==> config.mk <==
export PLATFORM = sky130hd
export DESIGN_NAME = featureReceiver
export DESIGN_NICKNAME = d
export VERILOG_FILES = /design/src/rtl/nnPkg.sv /design/src/rtl/featureReceiver.sv
export SDC_FILE = /design/constraint.sdc
export NUM_CORES = 1
export LEC_CHECK = 0
export ABC_AREA = 1
export ABC_CLOCK_PERIOD_IN_PS = 1800
export BUFFER_PORTS_ARGS = -buffer_cell sky130_fd_sc_hd__clkbuf_2
export CORE_UTILIZATION = 44
export DETAILED_ROUTE_END_ITERATION = 10
export GPL_TIMING_DRIVEN = 0
export PLACE_DENSITY_LB_ADDON = 0.05
export SYNTH_ARGS = -nofsm -noshare
export SYNTH_HDL_FRONTEND = slang
export SYNTH_SLANG_ARGS = --single-unit
export TNS_END_PERCENT = 10
==> constraint.sdc <==
create_clock -name clk -period 1.8 [get_ports clk]
set_input_delay 0.18 -clock clk [delete_from_list [all_inputs] [get_ports clk]]
set_output_delay 0.18 -clock clk [all_outputs]
set_load 0.01 [all_outputs]
==> src/rtl/nnPkg.sv <==
package nnPkg;

	localparam int FeatureCount = 15;
	localparam int HiddenCount = 6;
	localparam int ClassCount = 3;
	localparam int FracBits = 8;
	localparam int MaxInputs = 15; // Widest weight row a node reads

	typedef logic signed [15:0] fixT; // Q8.8

	typedef fixT [FeatureCount-1:0] featureVecT;
	typedef fixT [HiddenCount-1:0] hiddenVecT;
	typedef fixT [ClassCount-1:0] scoreVecT;

	typedef struct packed
	{
		logic [1:0] classIdx;
		fixT score;
	} resultT;

	// Hidden layer, one row per node, element 0 weighs feature 0
	localparam fixT HiddenWeights [HiddenCount][FeatureCount] = '{
		'{-16'sd450, 16'sd244, 16'sd295, -16'sd37, -16'sd212, -16'sd353, 16'sd249,
			-16'sd177, -16'sd16, -16'sd502, 16'sd183, 16'sd311, -16'sd336, -16'sd112,
			-16'sd475},
		'{16'sd128, -16'sd64, 16'sd300, 16'sd210, -16'sd90, 16'sd45, -16'sd260,
			16'sd180, 16'sd75, -16'sd30, 16'sd400, -16'sd150, 16'sd95, 16'sd60,
			-16'sd220},
		'{-16'sd200, 16'sd330, -16'sd45, 16'sd120, 16'sd260, -16'sd310, 16'sd15,
			16'sd90, -16'sd175, 16'sd240, -16'sd60, 16'sd135, -16'sd285, 16'sd205,
			16'sd70},
		// Unit weights, drives the node into saturation on large inputs
		'{16'sd256, 16'sd256, 16'sd256, 16'sd256, 16'sd256, 16'sd256, 16'sd256,
			16'sd256, 16'sd256, 16'sd256, 16'sd256, 16'sd256, 16'sd256, 16'sd256,
			16'sd256},
		'{16'sd35, -16'sd140, 16'sd190, -16'sd80, 16'sd310, 16'sd25, -16'sd205,
			16'sd160, -16'sd95, 16'sd275, -16'sd130, 16'sd50, 16'sd215, -16'sd265,
			16'sd110},
		'{-16'sd256, -16'sd256, -16'sd256, -16'sd256, -16'sd256, -16'sd256, -16'sd256,
			-16'sd256, -16'sd256, -16'sd256, -16'sd256, -16'sd256, -16'sd256, -16'sd256,
			-16'sd256}
	};

	// Negative biases so a zero vector leaves every hidden node at zero
	localparam fixT HiddenBias [HiddenCount] = '{
		-16'sd64, -16'sd32, 16'sd0, -16'sd128, -16'sd16, -16'sd8
	};

	localparam fixT OutWeights [ClassCount][HiddenCount] = '{
		'{16'sd300, -16'sd120, 16'sd210, 16'sd90, -16'sd250, 16'sd180},
		'{-16'sd140, 16'sd260, 16'sd75, -16'sd200, 16'sd330, -16'sd60},
		'{16'sd220, 16'sd150, -16'sd310, 16'sd170, 16'sd40, -16'sd190}
	};

	// Equal biases, so equal hidden activity gives a tie
	localparam fixT OutBias [ClassCount] = '{
		16'sd32, 16'sd32, 16'sd32
	};

endpackage

==> src/rtl/featureReceiver.sv <==
`timescale 1ns/1ps

module featureReceiver
(
	input logic clk,
	input logic reset,
	input logic featReq,
	input nnPkg::fixT featData,
	output logic featAck,
	input logic accept,
	output logic vecValid,
	output nnPkg::featureVecT vec
);

	logic [$clog2(nnPkg::FeatureCount)-1:0] slotCnt;
	logic capture;
	logic lastSlot;

	// First feature of a vector waits for accept, later ones do not
	assign capture = featReq && !featAck && (accept || slotCnt != '0);
	assign lastSlot = (int'(slotCnt) == nnPkg::FeatureCount - 1);

	always_ff @(posedge clk)
	begin
		if (reset)
		begin
			featAck <= 1'b0;
			slotCnt <= '0;
			vecValid <= 1'b0;
		end
		else
		begin
			vecValid <= 1'b0;
			if (capture)
			begin
				featAck <= 1'b1;
				if (lastSlot)
				begin
					slotCnt <= '0;
					vecValid <= 1'b1; // Whole vector in place
				end
				else
				begin
					slotCnt <= slotCnt + 1'b1;
				end
			end
			else if (!featReq)
			begin
				featAck <= 1'b0; // Host dropped req, finish the transfer
			end
		end
	end

	always_ff @(posedge clk)
	begin
		if (capture)
			vec[slotCnt] <= featData;
	end

endmodule

==> run summary <==
status - complete, but fails checks
failing checks - setup timing
Avg Inst Size Synth - 24.6 µm²
setup violators final - 21
most frequent CP cell - nor2_4
total wire length - 18.7 mm
dpl ws - -311 ps
FMAX - 538 MHz
Final Util - 0.628
drt wl/cell - 21.8 µm
mapped cell area - 7640 µm²
nets - 642
CTS H-tree depth - 1
maxcap violations - 0
CP endpoint kind - flop
sequential area share after synthesis - 0.959
CTS tree - done
family with the most delay on the worst path - simple AND/OR/NAND/NOR gates
die height - 134 µm
critical path's slowest cell - nor2_4
gate count of the mapped netlist - 311
DIE WIDTH - 134 µm
Core Area - 16,800 µm²
Die Footprint - 17,900 µm²
power per cell area - 1080 nW/µm²
Setup CP Type - reg -> reg
TritonCTS sink count - 246
Vias - 4,109
final worst path period need - 1860 ps
Req. time, crit path - 2010 ps
worst-margin pin slew - 570 ps
period utilization - 1.03
CTS buffer count - 24
clk_skew - 10.1 ps
GPL Wtd Cong - 0.694
Max VDD drop - 0.663 mV
number of global-route vias before repair - 3,942
PortBufs - 261
setup TNS - -885 ps
Worst EP arrival - 2070 ps
CP Cell Sequence - buf_4 > nor2_4 > nand3_4 > nand2_4 > inv_2 > nand2_2 > nor2_4 > buf_16
max-slew violations - 0
drt drc - 0
hpwl dp - 12.7 mm
gr ovfl total - 0
starting density of the core - 0.456
power after layout - 0.0113 W
routed vias/inst - 4.79
first-pass GRT wire length - 25.7 mm
post-synth cell types - 19
clock transition at the registers of the reported paths - 60 ps
Lkg Pwr - 3.99 nW
Critical Path Fanout Max - 9
row cnt - 47
Post-Syn Nets - 331
CTS Root Cell - clkbuf_16
Hold Vio Cnt, Final - 0
crit-path max cell delay - 380 ps
Crit path buffers/inverters - 3
worst min path class - in -> reg
Max-Slew Margin vs Limit - 0.620
DRT antenna net count - 0
CP startpoint kind - flop
Ys Warns - 0
Total GRT Usage - 0.203
Yosys reg bits - 246
initial antenna violation count - 0
RSZ-0062 raised after global routing - true
Top Ports - 262
share of layout cells above drive strength 1 - 0.536
Fillers - 1,251
fin worst setup slack - -60.1 ps
ant diodes - 0
CTS Buffer Depth - 3
Layout area overhead - 37.7%
clock insertion delay at the later pin of the skew report - 510 ps
largest net degree at the start of global routing - 17
1st-iter DRT viols - 244
DR pass1 iterations - 4
-- cell usage after synthesis (all sizes together) --
| cell type | number | area, µm² |
|---|---|---|
| nor2 | 23 | 101 |
| a21oi | 3 | 15.0 |
| nand3 | 7 | 52.6 |
| dfxtp | 6 | 120 |
| nand2 | 14 | 62.6 |
| nand4 | 1 | 6.26 |
| edfxtp | 240 | 7210 |
| o21ai | 2 | 10.0 |
| nor3 | 2 | 10.0 |
| inv | 11 | 41.3 |
| buf | 2 | 12.5 |
-- state kept, by name, summed over array words and instances (netlist names) --
| name | flops |
|---|---|
| vec | 240 |
| featAck | 1 |
| vecValid | 1 |
| slotCnt | 4 |
-- power by group --
group / internal [W] / switching (W) / total (W)
clock: 0.00273 / 0.00197 / 0.00470
sequential: 0.00633 / 0.0000145 / 0.00635
combinational: 0.0000850 / 0.000198 / 0.000283
-- timing repair --
| item | CTS | global route |
|---|---|---|
| resized for setup | 11 | 9 |
| setup endpoints to repair | 195 | 142 |
| setup buffers | 3 | 5 |
| gates cloned | 0 | 0 |
| pin swaps | 3 | 7 |
| hold buffers | 2 | 0 |
| endpoints found under the hold margin | 4 | 0 |
-- final timing paths --
path         slack (ps)                    start                       to  cells past startpoint
min reg2reg         520  slotCnt[1]$_SDFFE_PP0P_  slotCnt[1]$_SDFFE_PP0P_                      2
min                  60              featData[8]        vec[40]$_DFFE_PP_                      1
max reg2reg         -60  slotCnt[3]$_SDFFE_PP0P_       vec[136]$_DFFE_PP_                      8
max                 -60  slotCnt[3]$_SDFFE_PP0P_       vec[136]$_DFFE_PP_                      8
-- layout by cell type, fill, tap and decap left out, types with 3 or more instances in the layout --
cell type	n
a21oi_1	3
buf_12	7
buf_16	6
buf_4	3
buf_8	7
clkbuf_1	6
clkbuf_16	24
clkbuf_2	261
clkinv_1	7
dfxtp_1	4
edfxtp_1	240
inv_1	8
nand2_1	11
nand3_1	5
nor2_1	5
nor2_2	4
nor2_4	14
-- area by class of cell --
type                    count  area (µm²)  share of cell area
flip-flops and latches    246        7330               0.697
repair buffers            285        1750               0.167
clock buffers              30         623              0.0592
multi-input cells          52         360              0.0343
well taps                 220         275              0.0262
clock inverters            12         115              0.0109
inverters                  11        45.0             0.00428
plain buffers               2        18.8             0.00178
-- kinds of logic after synthesis --
family	after synthesis	share of synthesized area
flip-flops	246	0.959
AND/OR/NAND/NOR	47	0.0305
buffers and inverters	13	0.00704
AO/OA/AOI/OAI	5	0.00328
-- per-layer routing --
metal / GRT usage / wire, µm
met5: 0 / 0
met4: 0.0581 / 383
met3: 0.0575 / 1670
met2: 0.350 / 9230
met1: 0.251 / 7380
-- through the flow --
| step | instance area [µm²] | hold WS, ps | std cells |
|---|---|---|---|
| 2_1_floorplan | 7640 | 249 | 311 |
| 3_3_place_gp | 9220 | 408 | 792 |
| 3_5_place_dp | 9540 | 406 | 806 |
| 4_1_cts | 10400 | 35.4 | 853 |
| 5_1_grt | 10500 | 66.4 | 858 |
| 6_report | 10500 | 56.1 | 858 |
(Power assumes the default switching activity.)
