<file path="src/rtl/nnPkg.sv">
package nnPkg;

	localparam int FeatureCount = 15;
	localparam int HiddenCount = 6;
	localparam int ClassCount = 3;
	localparam int FracBits = 8;
	localparam int MaxInputs = 15; // Widest weight row a node reads

	typedef logic signed [15:0] fixT; // Q8.8

	typedef fixT [FeatureCount-1:0] featureVecT;
	typedef fixT [HiddenCount-1:0] hiddenVecT;
	typedef fixT [ClassCount-1:0] scoreVecT;

	typedef struct packed
	{
		logic [1:0] classIdx;
		fixT score;
	} resultT;

	// Hidden layer, one row per node, element 0 weighs feature 0
	localparam fixT HiddenWeights [HiddenCount][FeatureCount] = '{
		'{-16'sd450, 16'sd244, 16'sd295, -16'sd37, -16'sd212, -16'sd353, 16'sd249,
			-16'sd177, -16'sd16, -16'sd502, 16'sd183, 16'sd311, -16'sd336, -16'sd112,
			-16'sd475},
		'{16'sd128, -16'sd64, 16'sd300, 16'sd210, -16'sd90, 16'sd45, -16'sd260,
			16'sd180, 16'sd75, -16'sd30, 16'sd400, -16'sd150, 16'sd95, 16'sd60,
			-16'sd220},
		'{-16'sd200, 16'sd330, -16'sd45, 16'sd120, 16'sd260, -16'sd310, 16'sd15,
			16'sd90, -16'sd175, 16'sd240, -16'sd60, 16'sd135, -16'sd285, 16'sd205,
			16'sd70},
		// Unit weights, drives the node into saturation on large inputs
		'{16'sd256, 16'sd256, 16'sd256, 16'sd256, 16'sd256, 16'sd256, 16'sd256,
			16'sd256, 16'sd256, 16'sd256, 16'sd256, 16'sd256, 16'sd256, 16'sd256,
			16'sd256},
		'{16'sd35, -16'sd140, 16'sd190, -16'sd80, 16'sd310, 16'sd25, -16'sd205,
			16'sd160, -16'sd95, 16'sd275, -16'sd130, 16'sd50, 16'sd215, -16'sd265,
			16'sd110},
		'{-16'sd256, -16'sd256, -16'sd256, -16'sd256, -16'sd256, -16'sd256, -16'sd256,
			-16'sd256, -16'sd256, -16'sd256, -16'sd256, -16'sd256, -16'sd256, -16'sd256,
			-16'sd256}
	};

	// Negative biases so a zero vector leaves every hidden node at zero
	localparam fixT HiddenBias [HiddenCount] = '{
		-16'sd64, -16'sd32, 16'sd0, -16'sd128, -16'sd16, -16'sd8
	};

	localparam fixT OutWeights [ClassCount][HiddenCount] = '{
		'{16'sd300, -16'sd120, 16'sd210, 16'sd90, -16'sd250, 16'sd180},
		'{-16'sd140, 16'sd260, 16'sd75, -16'sd200, 16'sd330, -16'sd60},
		'{16'sd220, 16'sd150, -16'sd310, 16'sd170, 16'sd40, -16'sd190}
	};

	// Equal biases, so equal hidden activity gives a tie
	localparam fixT OutBias [ClassCount] = '{
		16'sd32, 16'sd32, 16'sd32
	};

endpackage

</file>
<file path="src/rtl/resultSender.sv">
`timescale 1ns/1ps

module resultSender
(
	input logic clk,
	input logic reset,
	input logic vecValid,
	input logic selValid,
	input nnPkg::resultT sel,
	output logic accept,
	output logic resultReq,
	output nnPkg::resultT resultData,
	input logic resultAck
);

	typedef enum logic [1:0]
	{
		Idle,
		Busy,
		SendReq,
		WaitDrop
	} stateT;

	stateT state;

	always_ff @(posedge clk)
	begin
		if (reset)
		begin
			state <= Idle;
		end
		else
		begin
			case (state)
				Idle:
					if (vecValid)
						state <= Busy; // Vector in the pipeline
				Busy:
					if (selValid)
						state <= SendReq;
				SendReq:
					if (resultAck)
						state <= WaitDrop;
				WaitDrop:
					if (!resultAck)
						state <= Idle; // Handoff done
				default:
					state <= Idle;
			endcase
		end
	end

	// Result held through the whole handshake
	always_ff @(posedge clk)
	begin
		if (state == Busy && selValid)
			resultData <= sel;
	end

	assign accept = (state == Idle);
	assign resultReq = (state == SendReq);

endmodule

</file>
<file path="config.mk">
export PLATFORM = sky130hd
export DESIGN_NAME = resultSender
export DESIGN_NICKNAME = d
export VERILOG_FILES = /design/src/rtl/nnPkg.sv /design/src/rtl/resultSender.sv
export SDC_FILE = /design/constraint.sdc
export NUM_CORES = 1
export LEC_CHECK = 0
export ABC_CLOCK_PERIOD_IN_PS = 2200
export BUFFER_PORTS_ARGS = -buffer_cell sky130_fd_sc_hd__buf_2
export CAP_MARGIN = 0
export CORE_UTILIZATION = 25
export DETAILED_ROUTE_END_ITERATION = 10
export PLACE_DENSITY = 0.61
export SLEW_MARGIN = 15
export SYNTH_ARGS = -nofsm -noshare
export SYNTH_HDL_FRONTEND = slang
export SYNTH_SLANG_ARGS = --single-unit
</file>
<file path="constraint.sdc">
create_clock -name clk -period 2.2 [get_ports clk]
set_input_delay 0.33 -clock clk [delete_from_list [all_inputs] [get_ports clk]]
set_output_delay 0.33 -clock clk [all_outputs]
set_load 0.005 [all_outputs]
</file>
==> metrics.txt <==
number of buffers between clock root and the deepest sink 2; via density per instance between 4 and 5; Post-CTS Setup Inserts 0; largest area contributor in the netlist edfxtp_1; most numerous cell types in the synthesized netlist edfxtp_1, ha_1, inv_1; ratio of total power to cell area just over 1000 nW/um^2; clock tree root driver cell clkbuf_4; EDFF count, synth 18; gr usage total 9.35%; pin count of the biggest net entering global routing 19; sequential share of power between 40% and 50%; Avg Cell Area, Syn 19.5 um^2; sinks on the clock net 20; area share of the largest cell type after synthesis approximately three quarters; via count about 470; maximum level of the CTS H-tree 1; Max-Slew Margin vs Limit about 70%; Die Span X about 56 um; clock tree from TritonCTS done; Final Hold Viols 0; estimated wirelength of the detail-placed design just over 1000 um; Clock Latency Late Sink 0.29 ns; clock buffers created by TritonCTS 3; fraction of layout cells with a size suffix above 1 58.3%; Placeable Area roughly 2700 um^2; P_int slightly below 0.8 mW; Synth warnings 0; arrival time of data at the critical path endpoint 1.84 ns; net count after synthesis 64; Die H between 50 and 60 um; most instantiated flip-flop cell in the synthesis netlist edfxtp_1; type of destination of the critical path register; worst hold path type input pin to register; Clock Skews between 0.006 and 0.007 ns; Final setup violation count 0; reported net switching power 0.256 mW; required time at the worst-slack endpoint approximately 2.4 ns; flop and latch count out of synthesis 20; synthesized area 722 um^2; Cell variety after synth 14; initial antenna violation count 0; kind of cell adding the most delay to the critical path compound AO/OA/AOI/OAI gates; DRT antenna net count 0; final-stage net count around 110; switching share of total power around a quarter; worst vdd ir about 0.00063 V; number of design-rule violations left by the first detailed-router iteration 14; number of max-cap violations 0; Routed wire per std cell 11.5 um; portion of total power attributed to combinational logic between 20% and 30%; number of global-route vias before repair 503; sum of negative setup slack 0 ns; transition time at the pin with the least slew margin 0.413 ns; most numerous cell in the Yosys netlist edfxtp_1; placed standard-cell area 978 um^2; synth-to-layout area growth 42.8%; Post-Route Utilization between 30% and 40%; leak pwr approximately 0.46 nW; wire length after detailed routing 1320 um; Crit-path slowest cell dfxtp_1; sequential fraction of the synthesis area approximately 80%; biggest area contributors in the synthesized netlist edfxtp_1, ha_1, dfxtp_1; Period minus WS final roughly 1.7 ns; upper clock frequency limit approximately 590 MHz; slowest cell delay on critical path ~0.41 ns; unrepaired setup endpoints after global routing false; number of standard cells after synthesis 37; standard-cell row count 19; total die area between 3000 and 4000 um^2; portion of total power attributed to the clock network 27.8%; CP cell instances inv_1 > ha_1 > mux2_4 > o311ai_0 > o41ai_1; Port Buffer Count 42; starting density of the core 26.4%; status finished clean; async set or reset register ratio after synthesis 0%; number of diodes 0; Placer Congestion 0.724; drt first pass iters 2; summed area of non-filler cells in the final layout between 1000 and 1500 um^2; remaining routing DRC violations 0; pins over their slew limit 0; Crit path buffers/inverters 1; global-route wire length before repair 2170 um; ratio of final minimum period to clock period around three quarters; number of cells upsized or downsized after cts 0; number of top-level pins 43; Setup crit start kind register; hold-fix buffer count after cts 0; grt ovf 0; Critical Path Fanout Max 4; clock slew at the register clock pins of the worst setup and hold paths between 0.1 and 0.15 ns; path type of the worst setup path register to register
-- power groups by stage --
stage,clock network (mW),registers [mW],logic (mW)
3_3_place_gp,0,0.524,0.236
5_1_grt,0.319,0.524,0.271
2_1_floorplan,0,0.531,0.124
6_report,0.291,0.517,0.240
4_1_cts,0.304,0.517,0.246
3_5_place_dp,0,0.526,0.244
-- stage by stage --
| stage | power, mW | std cells | setup WS, ns | hold WS (ns) |
|---|---|---|---|---|
| after detailed placement | 0.770 | 111 | 0.560 | 0.510 |
| after global placement | 0.760 | 111 | 0.635 | 0.507 |
| after global routing | 1.11 | 115 | 0.400 | 0.181 |
| final | 1.05 | 115 | 0.512 | 0.203 |
| after floorplan | 0.655 | 37 | 0.659 | 0.429 |
| after CTS | 1.07 | 115 | 0.521 | 0.188 |
-- state kept, by name, indices dropped and copies added, names as in the netlist --
| name | count |
|---|---|
| resultData | 18 |
| state | 2 |
-- final cells by class --
class / count / area (um^2)
clock buffer: 3 / 22.5
clock inverter: 1 / 30.0
fill: 264 / 1700
inverter: 3 / 11.3
multi-input combinational: 14 / 130
sequential: 20 / 581
tap: 31 / 38.8
timing repair buffer: 43 / 218
-- cells by family after synthesis --
logic type,Yosys count,share of synthesized area [%]
AND/OR/NAND/NOR,6,5.20
buffers and inverters,3,1.56
flip-flops,20,80.4
multiplexers,1,2.08
AO/OA/AOI/OAI,3,3.81
adder cells (fa/ha/maj),4,6.93
-- path summary, 6_finish.rpt --
check | from | to | slack [ns] | depth (start not counted)
setup / recovery | state[0]$_SDFFE_PP0P_ | state[1]$_SDFFE_PP0P_ | 0.51 | 5
setup reg to reg | state[0]$_SDFFE_PP0P_ | state[1]$_SDFFE_PP0P_ | 0.51 | 5
hold reg to reg | state[1]$_SDFFE_PP0P_ | state[1]$_SDFFE_PP0P_ | 0.62 | 2
hold / removal | sel[6] | resultData[6]$_DFFE_PP_ | 0.20 | 1
-- cell usage in the layout, fill, tap and decap left out --
cell type,instances
edfxtp_1,18
buf_2,42
bufinv_16,1
mux2_4,1
and2_1,1
nand2_1,1
nor2b_1,1
inv_1,3
o41ai_1,1
clkbuf_4,3
o211a_1,1
buf_4,1
o311ai_0,1
dfxtp_1,2
ha_1,4
and2b_2,1
or4_1,1
nor3_1,1
-- per-layer routing --
layer | up-vias | part of all wire, % | GRT usage [%]
met5 | - | 0 | 0
li1 | 232 | - | -
met2 | 30 | 48 | 15.0
met1 | 209 | 37 | 9.94
met4 | 0 | 1.5 | 6.43
met3 | 2 | 14 | 3.95
No activity file was read; power rests on OpenSTA's default activity.
