==> src/rtl/nnPkg.sv <==
package nnPkg;

	localparam int FeatureCount = 15;
	localparam int HiddenCount = 6;
	localparam int ClassCount = 3;
	localparam int FracBits = 8;
	localparam int MaxInputs = 15; // Widest weight row a node reads

	typedef logic signed [15:0] fixT; // Q8.8

	typedef fixT [FeatureCount-1:0] featureVecT;
	typedef fixT [HiddenCount-1:0] hiddenVecT;
	typedef fixT [ClassCount-1:0] scoreVecT;

	typedef struct packed
	{
		logic [1:0] classIdx;
		fixT score;
	} resultT;

	// Hidden layer, one row per node, element 0 weighs feature 0
	localparam fixT HiddenWeights [HiddenCount][FeatureCount] = '{
		'{-16'sd450, 16'sd244, 16'sd295, -16'sd37, -16'sd212, -16'sd353, 16'sd249,
			-16'sd177, -16'sd16, -16'sd502, 16'sd183, 16'sd311, -16'sd336, -16'sd112,
			-16'sd475},
		'{16'sd128, -16'sd64, 16'sd300, 16'sd210, -16'sd90, 16'sd45, -16'sd260,
			16'sd180, 16'sd75, -16'sd30, 16'sd400, -16'sd150, 16'sd95, 16'sd60,
			-16'sd220},
		'{-16'sd200, 16'sd330, -16'sd45, 16'sd120, 16'sd260, -16'sd310, 16'sd15,
			16'sd90, -16'sd175, 16'sd240, -16'sd60, 16'sd135, -16'sd285, 16'sd205,
			16'sd70},
		// Unit weights, drives the node into saturation on large inputs
		'{16'sd256, 16'sd256, 16'sd256, 16'sd256, 16'sd256, 16'sd256, 16'sd256,
			16'sd256, 16'sd256, 16'sd256, 16'sd256, 16'sd256, 16'sd256, 16'sd256,
			16'sd256},
		'{16'sd35, -16'sd140, 16'sd190, -16'sd80, 16'sd310, 16'sd25, -16'sd205,
			16'sd160, -16'sd95, 16'sd275, -16'sd130, 16'sd50, 16'sd215, -16'sd265,
			16'sd110},
		'{-16'sd256, -16'sd256, -16'sd256, -16'sd256, -16'sd256, -16'sd256, -16'sd256,
			-16'sd256, -16'sd256, -16'sd256, -16'sd256, -16'sd256, -16'sd256, -16'sd256,
			-16'sd256}
	};

	// Negative biases so a zero vector leaves every hidden node at zero
	localparam fixT HiddenBias [HiddenCount] = '{
		-16'sd64, -16'sd32, 16'sd0, -16'sd128, -16'sd16, -16'sd8
	};

	localparam fixT OutWeights [ClassCount][HiddenCount] = '{
		'{16'sd300, -16'sd120, 16'sd210, 16'sd90, -16'sd250, 16'sd180},
		'{-16'sd140, 16'sd260, 16'sd75, -16'sd200, 16'sd330, -16'sd60},
		'{16'sd220, 16'sd150, -16'sd310, 16'sd170, 16'sd40, -16'sd190}
	};

	// Equal biases, so equal hidden activity gives a tie
	localparam fixT OutBias [ClassCount] = '{
		16'sd32, 16'sd32, 16'sd32
	};

endpackage

==> src/rtl/classSelector.sv <==
`timescale 1ns/1ps

module classSelector
(
	input logic clk,
	input logic reset,
	input logic inValid,
	input nnPkg::scoreVecT scores,
	output logic outValid,
	output nnPkg::resultT sel
);

	nnPkg::fixT best;
	logic [1:0] bestIdx;

	always_comb
	begin
		best = scores[0];
		bestIdx = 2'd0;
		for (int i = 1; i < nnPkg::ClassCount; i++)
		begin
			// Strict compare keeps the lowest index on a tie
			if (scores[i] > best)
			begin
				best = scores[i];
				bestIdx = 2'(i);
			end
		end
	end

	always_ff @(posedge clk)
	begin
		if (reset)
			outValid <= 1'b0;
		else
			outValid <= inValid;
	end

	always_ff @(posedge clk)
	begin
		if (inValid)
		begin
			sel.classIdx <= bestIdx;
			sel.score <= best;
		end
	end

endmodule

==> config.mk <==
export PLATFORM = sky130hd
export DESIGN_NAME = classSelector
export DESIGN_NICKNAME = d
export VERILOG_FILES = /design/src/rtl/nnPkg.sv /design/src/rtl/classSelector.sv
export SDC_FILE = /design/constraint.sdc
export NUM_CORES = 1
export LEC_CHECK = 0
export BUFFER_PORTS_ARGS = -buffer_cell sky130_fd_sc_hd__buf_2
export CORE_MARGIN = 3
export CORE_UTILIZATION = 45
export CTS_CLUSTER_SIZE = 12
export DETAILED_ROUTE_END_ITERATION = 8
export HOLD_SLACK_MARGIN = 0.03
export PLACE_DENSITY = 0.73
export SLEW_MARGIN = 20
export SYNTH_ARGS = -nofsm -noshare
export SYNTH_HDL_FRONTEND = slang
export SYNTH_SLANG_ARGS = --single-unit
export TNS_END_PERCENT = 10
==> constraint.sdc <==
create_clock -name clk -period 6.73 [get_ports clk]
set_clock_uncertainty 0.1 [all_clocks]
set_input_delay 1.346 -clock clk [delete_from_list [all_inputs] [get_ports clk]]
set_output_delay 1.346 -clock clk [all_outputs]
set_load 0.02 [all_outputs]
==> impl_table.tex, run 1 <==
\begin{tabular}{lr}
\hline
Metric & Value \\
\hline
\multicolumn{2}{l}{\textbf{Placed design}} \\
\quad Quantity of I/O buffers inserted on ports & 69 \\
\quad Final HPWL from detailed placement & 4460 um \\
\quad Placed Instances & 331 \\
\quad RD Place Congestion & 0.883 \\
\multicolumn{2}{l}{\textbf{Power and ir drop}} \\
\quad Pwr/cell area & 204 nW/um\^{}2 \\
\quad Design Power & 0.000493 W \\
\quad VDD IR max & 99.2 uV \\
\quad Leakage Power & 1.12 nW \\
\multicolumn{2}{l}{\textbf{Clock network}} \\
\quad Number of buffers inserted during clock tree synthesis & 3 \\
\quad CTS H-Tree Depth & 1 \\
\quad TritonCTS clock tree & yes \\
\quad Worst-case clock buffer depth & 2 \\
\quad Clock root buffer & clkbuf\_8 \\
\quad \# hold bufs at CTS & 0 \\
\quad Post-CTS clock slew at the launch and capture registers of the worst setup and hold paths & 80 ps \\
\quad Setup bufs post-CTS & 0 \\
\quad TritonCTS Sinks & 19 \\
\quad PostCTS Resize Cnt & 0 \\
\multicolumn{2}{l}{\textbf{Layout}} \\
\quad Area growth from synthesis to final layout & 19.9\% \\
\quad Final \#Nets & $\sim$370 \\
\quad Inserted Diodes & 0 \\
\quad Final cell count without fillers & 335 \\
\quad Layout cells sized above 1 & between 20\% and 30\% \\
\quad Fill cell count & roughly 380 \\
\multicolumn{2}{l}{\textbf{Die}} \\
\quad Number of ports placed on the die boundary & 70 \\
\quad Horizontal extent of the die & $\sim$73 um \\
\quad Core region area & 4140 um\^{}2 \\
\quad Initial standard-cell utilization of the core & 48.6\% \\
\quad Floorplan die area & 5310 um\^{}2 \\
\quad Number of core rows & 23 \\
\quad Chip height & 72.9 um \\
\multicolumn{2}{l}{\textbf{Global route}} \\
\quad Number of antenna violations at the first check in global routing & 0 \\
\quad Total overflow reported by the global router & 0 \\
\quad Total global-route track usage & 20.4\% \\
\quad Largest net degree at the start of global routing & 20 \\
\quad Wire length of the first global-routing pass & 8630 um \\
\quad Via count of the first global-routing pass & 1797 \\
\multicolumn{2}{l}{\textbf{Outcome}} \\
\quad Outcome & finished clean \\
\multicolumn{2}{l}{\textbf{Drt}} \\
\quad Routed metal-1 wire length & approximately 2600 um \\
\quad Via count & 2010 \\
\quad Max layer used & met4 \\
\quad Sum of met2 wire segment lengths after detailed routing & about 2600 um \\
\quad Routed len/inst & 16.5 um \\
\quad Total Routed Length & approximately 5500 um \\
\quad Avg Vias per Cell & around 6.0 \\
\quad \# DRC & 0 \\
\quad TritonRoute pass-1 iters & 4 \\
\quad Met3 layer wire length in the routed design & 332 um \\
\quad Remaining number of nets flagged by the antenna check after routing & 0 \\
\quad First-iteration detailed-routing DRC count & 250 \\
\multicolumn{2}{l}{\textbf{Hold path}} \\
\quad WHS Path Cells & 2 \\
\quad Start point of the worst hold path & reset \\
\quad Path class of the lowest-slack min-delay path & input port to flip-flop \\
\multicolumn{2}{l}{\textbf{Synth}} \\
\quad Synth top area cells & edfxtp\_1 27\%, ha\_1 20\%, a2111oi\_0 7.0\%, a31oi\_1 5.0\%, and2\_1 5.0\% \\
\quad Number of warning messages in the yosys log & 0 \\
\quad Cell Area, Synth & slightly above 2000 um\^{}2 \\
\quad Post-Syn Area per Cell & 9.11 um\^{}2 \\
\quad Fraction of synthesized cell area taken by the top area cell type & a little over a quarter \\
\quad Net count after synthesis & 304 \\
\quad Post-synth EDFFs & 18 \\
\quad Flip-flop and latch count after synthesis & 19 \\
\quad Top cell type by total area after synthesis & edfxtp\_1 \\
\quad Async set or reset register ratio after synthesis & 0\% \\
\quad Flip-flop cell with the highest count after synthesis & edfxtp\_1 \\
\quad Sequential share of the synthesized area & 27.8\% \\
\quad Unique cell type count in the Yosys netlist & approximately 40 \\
\quad Mapped Cells & about 220 \\
\multicolumn{2}{l}{\textbf{Timing}} \\
\quad Final worst path period share & 88.2\% \\
\quad Fin. max-slew vios & 0 \\
\quad Max-slew headroom at the worst pin & 60.3\% \\
\quad Final period demand of the worst path & 5930 ps \\
\quad Worst-margin pin slew & 596 ps \\
\quad Max frequency & 169 MHz \\
\quad Number of hold-slack violations in the final timing report & 0 \\
\quad Unrepaired setup endpoints after global routing & no \\
\quad Final worst hold slack & $\sim$1100 ps \\
\quad Number of endpoints failing setup at the final stage & 0 \\
\quad Sum of negative setup slack & 0 ps \\
\multicolumn{2}{l}{\textbf{Critical path}} \\
\quad Highest net fanout along the worst path & 18 \\
\quad Worst-path cell with the longest stage delay & a211o\_1 \\
\quad CP Class & input port to flip-flop \\
\quad Dominant cell type by count on the critical path & ha\_1 \\
\quad Required time of the worst setup path & 6610 ps \\
\quad Worst setup startpoint & scores[15] \\
\quad Worst-path cell chain & buf\_2 > inv\_1 > ha\_1 > nand4\_2 > nor3\_1 > a2111oi\_2 > and3\_1 > o21ai\_0 > and2\_1 > ha\_1 > nand4\_1 > or3\_4 > a221oi\_4 > a21o\_1 > a211o\_1 > a31oi\_1 \\
\quad Arrival time of the worst setup path & between 5000 and 6000 ps \\
\quad Critical Path Source Type & input port \\
\quad Critical path endpoint category & flip-flop \\
\quad CP max stage delay & between 500 and 600 ps \\
\multicolumn{2}{l}{\textbf{Flow run}} \\
\quad Max capacitance violation total & 0 \\
\hline
\end{tabular}
-- synthesized netlist by cell type, types with 2 or more instances --
| cell type | instances |
|---|---|
| o21ai_0 | 8 |
| a21oi_1 | 8 |
| edfxtp_1 | 18 |
| buf_2 | 3 |
| clkbuf_1 | 5 |
| nor3_1 | 2 |
| and2_1 | 16 |
| nand2_1 | 7 |
| buf_6 | 3 |
| nor2b_1 | 4 |
| ha_1 | 32 |
| a31oi_1 | 16 |
| nand4_1 | 6 |
| a2111oi_0 | 16 |
| inv_1 | 22 |
| o21ai_1 | 10 |
| a211oi_1 | 2 |
| a21o_1 | 4 |
| nand3_1 | 17 |
-- where the power goes --
part | switching, W | leakage, nW | internal [W]
clock | 0.0000407 | 0.0228 | 0.0000422
sequential | 0.00000425 | 0.185 | 0.000161
combinational | 0.000153 | 0.912 | 0.0000919
total | 0.000198 | 1.12 | 0.000295
-- path summary, 6_finish.rpt --
path and to:
max sel[15], min outValid
-- layer usage --
layer,GRT usage (%),vias to the layer above
li1,-,988
met1,31.0,927
met2,30.9,85
met3,2.20,10
met4,4.92,0
met5,0,-
-- critical path, delay by kind of cell --
family                   cells  cell delay (ps)
AO/OA/AOI/OAI                6             2210
adder cells (fa/ha/maj)      2              620
buffers and inverters        2              150
AND/OR/NAND/NOR              6             1470
-- state kept, by name (all words and copies together) (netlist names) --
| signal | flops |
|---|---|
| sel | 18 |
| outValid | 1 |
-- logic make-up (layout without fill, tap and decap cells) --
logic type	count (synthesis)	after routing	share of synthesized area [%]
flops	19	19	27.8
simple gates	60	60	17.3
compound gates	76	76	27.1
buf+inv	34	98	7.83
fa+ha+maj	32	32	19.9
-- layout make-up --
cell class              count  area (um^2)  share of cell area, %
flip-flops and latches     19          561                   23.2
inverters                  22         82.6                   3.42
multi-input cells         168         1290                   53.7
repair buffers             72          368                   15.2
well taps                  50         62.6                   2.59
clock buffers               4         45.0                   1.87
-- placed cells by master (no fill, tap or decap), types with 4 or more instances in the layout --
master and instances:
a21o_1 4, a21oi_1 8, nand3_1 17, a2111oi_0 16, buf_2 69, and2_1 16, edfxtp_1 18, nor2b_1 4
a31oi_1 16, nand2_1 7, nand4_1 6, o21ai_0 8, inv_1 22, o21ai_1 10, ha_1 32
-- metrics by stage --
stage | setup slack (ps) | utilization [%] | area [um^2]
CTS | 888 | 58.2 | 2410
global placement | 705 | 57.2 | 2370
detailed placement | 646 | 57.2 | 2370
global route | 459 | 58.2 | 2410
floorplan | 1550 | - | 2010
finish | 796 | 58.2 | 2410
No activity file was read; power rests on OpenSTA's default activity.
==> run 2: changes to the inputs <==
--- a/config.mk
+++ b/config.mk
@@ -5,6 +5,7 @@
 export SDC_FILE = /design/constraint.sdc
 export NUM_CORES = 1
 export LEC_CHECK = 0
+export ABC_AREA = 1
 export BUFFER_PORTS_ARGS = -buffer_cell sky130_fd_sc_hd__buf_2
 export CORE_MARGIN = 3
 export CORE_UTILIZATION = 45
@@ -12,6 +13,7 @@
 export DETAILED_ROUTE_END_ITERATION = 8
 export HOLD_SLACK_MARGIN = 0.03
 export PLACE_DENSITY = 0.73
+export REMOVE_ABC_BUFFERS = 1
 export SLEW_MARGIN = 20
 export SYNTH_ARGS = -nofsm -noshare
 export SYNTH_HDL_FRONTEND = slang
==> constraint.sdc (replaced) <==
create_clock -name clk -period 7.2 [get_ports clk]
set_clock_uncertainty 0.1 [all_clocks]
set_input_delay 1.44 -clock clk [delete_from_list [all_inputs] [get_ports clk]]
set_output_delay 1.44 -clock clk [all_outputs]
set_load 0.02 [all_outputs]
==> impl_table.tex, run 2 <==
\begin{tabular}{lr}
\hline
Metric & Value \\
\hline
\multicolumn{2}{l}{\textbf{Layout}} \\
\quad Regs by FF count & sel x18, outValid x1 \\
\quad Final cell count without fillers & 386 (+15\%) \\
\quad Commonest non-fill, non-tap cell in the layout & nand2\_1 \\
\quad Inserted Diodes & 0 (unchanged) \\
\quad Fin util & 56.2\% (-2.0 points) \\
\quad Flip-flop count of the largest register after layout & 18 (unchanged) \\
\quad Area growth from synthesis to final layout & 19.4\% \\
\quad Most frequent cells in the layout & 81 x nand2\_1, 69 x buf\_2, 42 x inv\_1 \\
\quad Final \#Nets & 418 (+13\%) \\
\quad Register bank with the most flops & sel \\
\quad Layout cells sized above 1 & 29.9\% (+1.5 points) \\
\multicolumn{2}{l}{\textbf{Clock network}} \\
\quad Setup bufs post-CTS & 0 (unchanged) \\
\quad Number of buffers inserted during clock tree synthesis & 3 (unchanged) \\
\quad PostCTS Resize Cnt & 0 (unchanged) \\
\quad Post-CTS clock slew at the launch and capture registers of the worst setup and hold paths & 60 ps (-20 ps) \\
\quad Worst-case clock buffer depth & 2 (unchanged) \\
\quad TritonCTS clock tree & yes \\
\quad CTS H-Tree Depth & 1 (unchanged) \\
\quad \# hold bufs at CTS & 0 (unchanged) \\
\quad Clock root buffer & clkbuf\_8 \\
\quad TritonCTS Sinks & 19 (unchanged) \\
\multicolumn{2}{l}{\textbf{Power and ir drop}} \\
\quad VDD IR max & 68.8 uV (-31\%) \\
\quad Logic pwr share & 51.1\% (+1.4 points) \\
\quad Design Power & 0.000462 W (-6.4\%) \\
\quad Internal power contribution & 0.000275 W (-6.9\%) \\
\quad Sequential group share of total power & 33.7\% (+0.2 points) \\
\quad Leakage Power & 1.47 nW (+31\%) \\
\quad Switching share of total power & 40.5\% (+0.33 points) \\
\quad Pwr/cell area & 186 nW/um\^{}2 (-9.0\%) \\
\quad Clock power frac & 15.1\% (-1.7 points) \\
\quad Switching component of the power & 0.000187 W (-5.6\%) \\
\multicolumn{2}{l}{\textbf{Timing}} \\
\quad Fin. max-slew vios & 0 (unchanged) \\
\quad Number of endpoints failing setup at the final stage & 0 (unchanged) \\
\quad Sum of negative setup slack & 0 ps (unchanged) \\
\quad Worst-margin pin slew & 431 ps (-165 ps) \\
\quad Final worst path period share & between 60\% and 70\% \\
\quad Setup WS post-layout & 2190 ps (+1400 ps) \\
\quad Number of hold-slack violations in the final timing report & 0 (unchanged) \\
\quad Unrepaired setup endpoints after global routing & no \\
\quad Max frequency & 200 MHz \\
\quad Final period demand of the worst path & around 5000 ps \\
\quad Max-slew headroom at the worst pin & 71.3\% (+11 points) \\
\multicolumn{2}{l}{\textbf{Critical path}} \\
\quad Highest net fanout along the worst path & 18 (unchanged) \\
\quad CP Class & input port to flip-flop \\
\quad Worst-path cell with the longest stage delay & nand3\_4 \\
\quad Required time of the worst setup path & 7090 ps (+480 ps) \\
\quad Dominant cell type by count on the critical path & nand2\_1 \\
\quad Worst-path cell chain & buf\_2 > inv\_1 > ha\_1 > a21oi\_1 > o21ai\_1 > a21oi\_2 > nand3\_2 > nand3\_4 > nand2\_1 > nand2\_1 > ha\_1 > nand2\_1 > inv\_1 > o21ai\_1 > a21oi\_1 > nor2\_1 > nand2\_1 > nand2\_1 > nand3\_2 > inv\_2 > nor2\_1 \\
\quad CP max stage delay & 420 ps (-170 ps) \\
\quad Termination of the worst setup path & sel[16] \\
\quad Critical Path Source Type & input port \\
\quad Critical path endpoint category & flip-flop \\
\quad Worst setup startpoint & scores[15] \\
\quad Arrival time of the worst setup path & 4900 ps (-910 ps) \\
\multicolumn{2}{l}{\textbf{Synth}} \\
\quad Post-Syn Area per Cell & 7.78 um\^{}2 (-15\%) \\
\quad Fraction of synthesized cell area taken by the top area cell type & 26.0\% (-0.84 points) \\
\quad Unique cell type count in the Yosys netlist & 25 (-39\%) \\
\quad Flip-flop cell with the highest count after synthesis & edfxtp\_1 \\
\quad Mapped Cells & 267 (+21\%) \\
\quad Most common cell in the netlist & nand2\_1 \\
\quad Post-synth EDFFs & 18 (unchanged) \\
\quad Cell Area, Synth & 2080 um\^{}2 (+3.2\%) \\
\quad Top cell type by total area after synthesis & edfxtp\_1 \\
\quad Synth top area cells & edfxtp\_1 26\%, ha\_1 19\%, nand2\_1 15\%, inv\_1 7.6\%, nand3\_2 5.8\% \\
\quad Number of warning messages in the yosys log & 0 (unchanged) \\
\quad Flip-flop and latch count after synthesis & 19 (unchanged) \\
\quad Async set or reset register ratio after synthesis & 0\% (unchanged) \\
\quad Sequential share of the synthesized area & 27.0\% (-0.87 points) \\
\quad Commonest cells post-synth & 81 x nand2\_1, 42 x inv\_1, 32 x ha\_1 \\
\multicolumn{2}{l}{\textbf{Global route}} \\
\quad Via count of the first global-routing pass & 1685 (-6.2\%) \\
\quad Total global-route track usage & 16.4\% (-4.1 points) \\
\quad Number of antenna violations at the first check in global routing & 0 (unchanged) \\
\quad Total overflow reported by the global router & 0 (unchanged) \\
\quad Largest net degree at the start of global routing & 20 (unchanged) \\
\quad Wire length of the first global-routing pass & 7240 um (-16\%) \\
\multicolumn{2}{l}{\textbf{Die}} \\
\quad Initial standard-cell utilization of the core & 47.1\% (-1.5 points) \\
\quad Core region area & 4410 um\^{}2 (+6.5\%) \\
\quad Chip height & 74.0 um (+1.5\%) \\
\quad Floorplan die area & 5470 um\^{}2 (+3.0\%) \\
\quad Number of ports placed on the die boundary & 70 (unchanged) \\
\quad Number of core rows & 24 (+4.3\%) \\
\quad Horizontal extent of the die & 74.0 um (+1.5\%) \\
\multicolumn{2}{l}{\textbf{Hold path}} \\
\quad Path class of the lowest-slack min-delay path & input port to flip-flop \\
\multicolumn{2}{l}{\textbf{Drt}} \\
\quad Routed len/inst & 11.1 um (-33\%) \\
\quad Via count & 1862 (-7.4\%) \\
\quad Remaining number of nets flagged by the antenna check after routing & 0 (unchanged) \\
\quad Avg Vias per Cell & 4.82 (-20\%) \\
\quad First-iteration detailed-routing DRC count & 97 (-61\%) \\
\quad \# DRC & 0 (unchanged) \\
\quad TritonRoute pass-1 iters & 4 (unchanged) \\
\quad Total Routed Length & 4290 um (-22\%) \\
\multicolumn{2}{l}{\textbf{Placed design}} \\
\quad Final HPWL from detailed placement & 3820 um (-14\%) \\
\quad Quantity of I/O buffers inserted on ports & 69 (unchanged) \\
\quad Worst slack after detailed placement & 1970 ps (+1330 ps) \\
\quad Placed Instances & 382 (+15\%) \\
\quad RD Place Congestion & 0.845 (-4.3\%) \\
\multicolumn{2}{l}{\textbf{Outcome}} \\
\quad Outcome & finished clean \\
\multicolumn{2}{l}{\textbf{Flow run}} \\
\quad Max capacitance violation total & 0 (unchanged) \\
\hline
\end{tabular}
run 2: cell count changes after synthesis, moves of 6 or more:
cell / delta
o21ai_0: -8
nand3_2: +12
o21ai_1: -7
nand2_1: +74
nand3_1: -6
inv_1: +20
nor2_1: +10
nand2_4: +10
a31oi_1: -16
nand4_1: +12
and2_1: -15
a2111oi_0: -16
run 2: power by group through the flow:
stage	registers, W	logic [W]	clock network, W
after CTS	0.000156	0.000237	0.0000710
after global routing	0.000158	0.000270	0.0000768
after floorplan	0.000189	0.000139	0
final	0.000156	0.000236	0.0000699
after global placement	0.000158	0.000232	0
after detailed placement	0.000158	0.000237	0
run 2: layout make-up:
cell class / instances / area [um^2]
Timing Repair Buffer: 69 / 345
Tap cell: 52 / 65.1
Inverter: 44 / 165
Clock buffer: 4 / 45.0
Fill cell: 418 / 1930
Multi-Input combinational cell: 198 / 1300
Sequential cell: 19 / 561
run 2: logic make-up (layout without fill, tap and decap cells):
family                   Yosys count  count (layout)  synth area share [%]
adder cells (fa/ha/maj)           32              32                  19.3
flip-flops                        19              19                  27.0
AO/OA/AOI/OAI                     19              19                  5.24
buffers and inverters             50             117                  10.4
AND/OR/NAND/NOR                  147             147                  38.1
run 2: critical path: cells and delay by family:
kind            cells  cell delay, ps
fa+ha+maj           2             600
buf+inv             4             540
simple gates       10            1710
compound gates      5             600
run 2: worst min path at each step:
| stage | depth (start not counted) | start | to |
|---|---|---|---|
| floorplan | 1 | reset | outValid |
| global placement | 2 | reset | outValid |
| detailed placement | 2 | reset | outValid |
| CTS | 2 | reset | outValid |
| global route | 2 | reset | outValid |
| finish | 2 | reset | outValid |
run 2: stage by stage:
step           area (um^2)  hold WS (ps)
6_report              2480          1240
3_3_place_gp          2440          1500
5_1_grt               2480          1240
3_5_place_dp          2440          1500
4_1_cts               2480          1240
2_1_floorplan         2030          1410
run 2: layer usage:
metal | GRT usage [%] | vias to the layer above | share of wire [%]
met3 | 1.49 | 4 | 4.7
met1 | 23.1 | 789 | 50
met5 | 0 | - | 0
met2 | 26.8 | 45 | 44
met4 | 4.43 | 0 | 0.91
li1 | - | 1024 | -
==> run 3: changes to the inputs <==
--- a/config.mk
+++ b/config.mk
@@ -12,7 +12,7 @@
 export CTS_CLUSTER_SIZE = 12
 export DETAILED_ROUTE_END_ITERATION = 8
 export HOLD_SLACK_MARGIN = 0.03
-export PLACE_DENSITY = 0.73
+export PLACE_DENSITY = 0.75
 export REMOVE_ABC_BUFFERS = 1
 export SLEW_MARGIN = 20
 export SYNTH_ARGS = -nofsm -noshare
==> constraint.sdc (replaced) <==
create_clock -name clk -period 4.4 [get_ports clk]
set_clock_uncertainty 0.1 [all_clocks]
set_input_delay 0.88 -clock clk [delete_from_list [all_inputs] [get_ports clk]]
set_output_delay 0.88 -clock clk [all_outputs]
set_load 0.02 [all_outputs]
==> impl_table.tex, run 3 (same netlist as run 2, synthesis figures left out) <==
\begin{tabular}{lr}
\hline
Metric & Value \\
\hline
\multicolumn{2}{l}{\textbf{Timing}} \\
\quad Number of hold-slack violations in the final timing report & 0 (unchanged) \\
\quad Final worst path period share & 89.5\% \\
\quad Number of endpoints failing setup at the final stage & 0 (unchanged) \\
\quad Max-slew headroom at the worst pin & 73.4\% (+2.1 points) \\
\quad Max frequency & 254 MHz \\
\quad Fin. max-slew vios & 0 (unchanged) \\
\quad Sum of negative setup slack & 0 ps (unchanged) \\
\quad Unrepaired setup endpoints after global routing & no \\
\quad Worst-margin pin slew & 399 ps (-31.7 ps) \\
\quad Final worst hold slack & 670 ps (-574 ps) \\
\quad Final period demand of the worst path & approximately 4000 ps \\
\multicolumn{2}{l}{\textbf{Layout}} \\
\quad Inserted Diodes & 0 (unchanged) \\
\quad Final \#Nets & 427 (+2.2\%) \\
\quad Commonest non-fill, non-tap cell in the layout & nand2\_1 \\
\quad Register bank with the most flops & sel \\
\quad Most frequent cells in the layout & 81 x nand2\_1, 69 x buf\_2, 42 x inv\_1 \\
\quad Regs by FF count & sel x18, outValid x1 \\
\quad Flip-flop count of the largest register after layout & 18 (unchanged) \\
\quad Layout cells sized above 1 & 32.1\% (+2.1 points) \\
\quad Area growth from synthesis to final layout & 23.4\% \\
\multicolumn{2}{l}{\textbf{Drt}} \\
\quad Avg Vias per Cell & 4.96 (+2.9\%) \\
\quad TritonRoute pass-1 iters & 4 (unchanged) \\
\quad First-iteration detailed-routing DRC count & 89 (-8.2\%) \\
\quad Remaining number of nets flagged by the antenna check after routing & 0 (unchanged) \\
\quad Total Routed Length & 4700 um (+9.5\%) \\
\quad Routed len/inst & 11.9 um (+7.0\%) \\
\quad \# DRC & 0 (unchanged) \\
\quad Via count & 1960 (+5.3\%) \\
\multicolumn{2}{l}{\textbf{Die}} \\
\quad Floorplan die area & 5470 um\^{}2 (unchanged) \\
\quad Chip height & 74.0 um (unchanged) \\
\quad Core region area & 4410 um\^{}2 (unchanged) \\
\quad Number of ports placed on the die boundary & 70 (unchanged) \\
\quad Horizontal extent of the die & 74.0 um (unchanged) \\
\quad Number of core rows & 24 (unchanged) \\
\quad Initial standard-cell utilization of the core & 47.1\% (unchanged) \\
\multicolumn{2}{l}{\textbf{Global route}} \\
\quad Number of antenna violations at the first check in global routing & 0 (unchanged) \\
\quad Via count of the first global-routing pass & 1772 (+5.2\%) \\
\quad Total global-route track usage & 17.2\% (+0.84 points) \\
\quad Total overflow reported by the global router & 0 (unchanged) \\
\quad Largest net degree at the start of global routing & 20 (unchanged) \\
\quad Wire length of the first global-routing pass & 7530 um (+4.0\%) \\
\multicolumn{2}{l}{\textbf{Flow run}} \\
\quad Max capacitance violation total & 0 (unchanged) \\
\multicolumn{2}{l}{\textbf{Critical path}} \\
\quad Arrival time of the worst setup path & 3850 ps (-1050 ps) \\
\quad Highest net fanout along the worst path & 17 (-1) \\
\quad CP Class & input port to flip-flop \\
\quad Required time of the worst setup path & 4310 ps (-2780 ps) \\
\quad Critical path endpoint category & flip-flop \\
\quad Critical Path Source Type & input port \\
\multicolumn{2}{l}{\textbf{Placed design}} \\
\quad RD Place Congestion & 0.884 (+4.6\%) \\
\quad Final HPWL from detailed placement & 4070 um (+6.5\%) \\
\quad Quantity of I/O buffers inserted on ports & 69 (unchanged) \\
\multicolumn{2}{l}{\textbf{Clock network}} \\
\quad Clock root buffer & clkbuf\_8 \\
\quad Post-CTS clock slew at the launch and capture registers of the worst setup and hold paths & 70 ps (about the same) \\
\quad TritonCTS Sinks & 19 (unchanged) \\
\quad CTS H-Tree Depth & 1 (unchanged) \\
\quad Setup bufs post-CTS & 0 (unchanged) \\
\quad \# hold bufs at CTS & 0 (unchanged) \\
\quad Worst-case clock buffer depth & 2 (unchanged) \\
\quad TritonCTS clock tree & yes \\
\quad PostCTS Resize Cnt & 0 (unchanged) \\
\quad Number of buffers inserted during clock tree synthesis & 3 (unchanged) \\
\multicolumn{2}{l}{\textbf{Power and ir drop}} \\
\quad Leakage Power & 1.52 nW (+3.4\%) \\
\quad Pwr/cell area & 309 nW/um\^{}2 (+66\%) \\
\quad VDD IR max & 111 uV (+62\%) \\
\multicolumn{2}{l}{\textbf{Hold path}} \\
\quad Path class of the lowest-slack min-delay path & input port to flip-flop \\
\multicolumn{2}{l}{\textbf{Outcome}} \\
\quad Outcome & finished clean \\
\hline
\end{tabular}
## run 3: changes by cell type in the layout (fill, tap and decap cells not counted)
cell,change
buf_4,+8
clkbuf_1,-1
buf_12,+1
clkinv_2,+1
## run 3: path summary, 6_finish.rpt
| kind | from | to | slack, ps | depth (start not counted) |
|---|---|---|---|---|
| worst max-delay path | scores[7] | sel[14] | 460 | 26 |
| worst min-delay path | reset | outValid | 670 | 2 |
## run 3: cell type report
cell class                 instances  area [um^2]
inverter                          44          165
clock buffer                       3         41.3
fill                             428         1850
timing repair buffer              78          425
clock inverter                     1         5.00
tap                               52         65.1
sequential                        19          561
multi-input combinational        198         1300
## run 3: report_power, final
group	leakage, nW	switching, W	internal [W]	total (W)
clock network	0.0255	0.0000540	0.0000628	0.000117
logic	1.31	0.000259	0.000161	0.000420
registers	0.184	0.00000608	0.000248	0.000254
total	1.52	0.000319	0.000472	0.000791
## run 3: worst max-delay path, stage by stage
cell,delay (ps)
buf_2,90
inv_1,120
ha_1,260
a21o_1,180
nor2_1,110
nand2_1,60
nand2_1,100
nand2_1,100
nand2_4,170
nand3_4,100
buf_12,170
buf_4,140
nand2_4,50
nand2_1,50
ha_1,270
nand2_1,80
inv_2,40
o21ai_1,60
a21oi_1,80
nor2_1,140
nand2_1,70
nand2_1,70
nand3_2,90
buf_4,190
nand3_1,110
nand2_1,60
## run 3: through the flow
stage	worst slack, ps	cell area [um^2]	util [%]	power (W)	std cells
global placement	168	2470	55.9	0.000651	386
detailed placement	101	2470	55.9	0.000660	386
CTS	359	2510	56.9	0.000777	390
global route	175	2560	58.1	0.000860	395
floorplan	272	2030	-	0.000537	261
finish	463	2560	58.1	0.000791	395
## run 3: per-layer routing
metal	track usage [%]	up-vias	part of all wire, %
met5	0	-	0
met4	5.43	0	1.1
met3	1.08	4	4.7
met2	29.1	45	47
met1	23.5	871	47
li1	-	1040	-
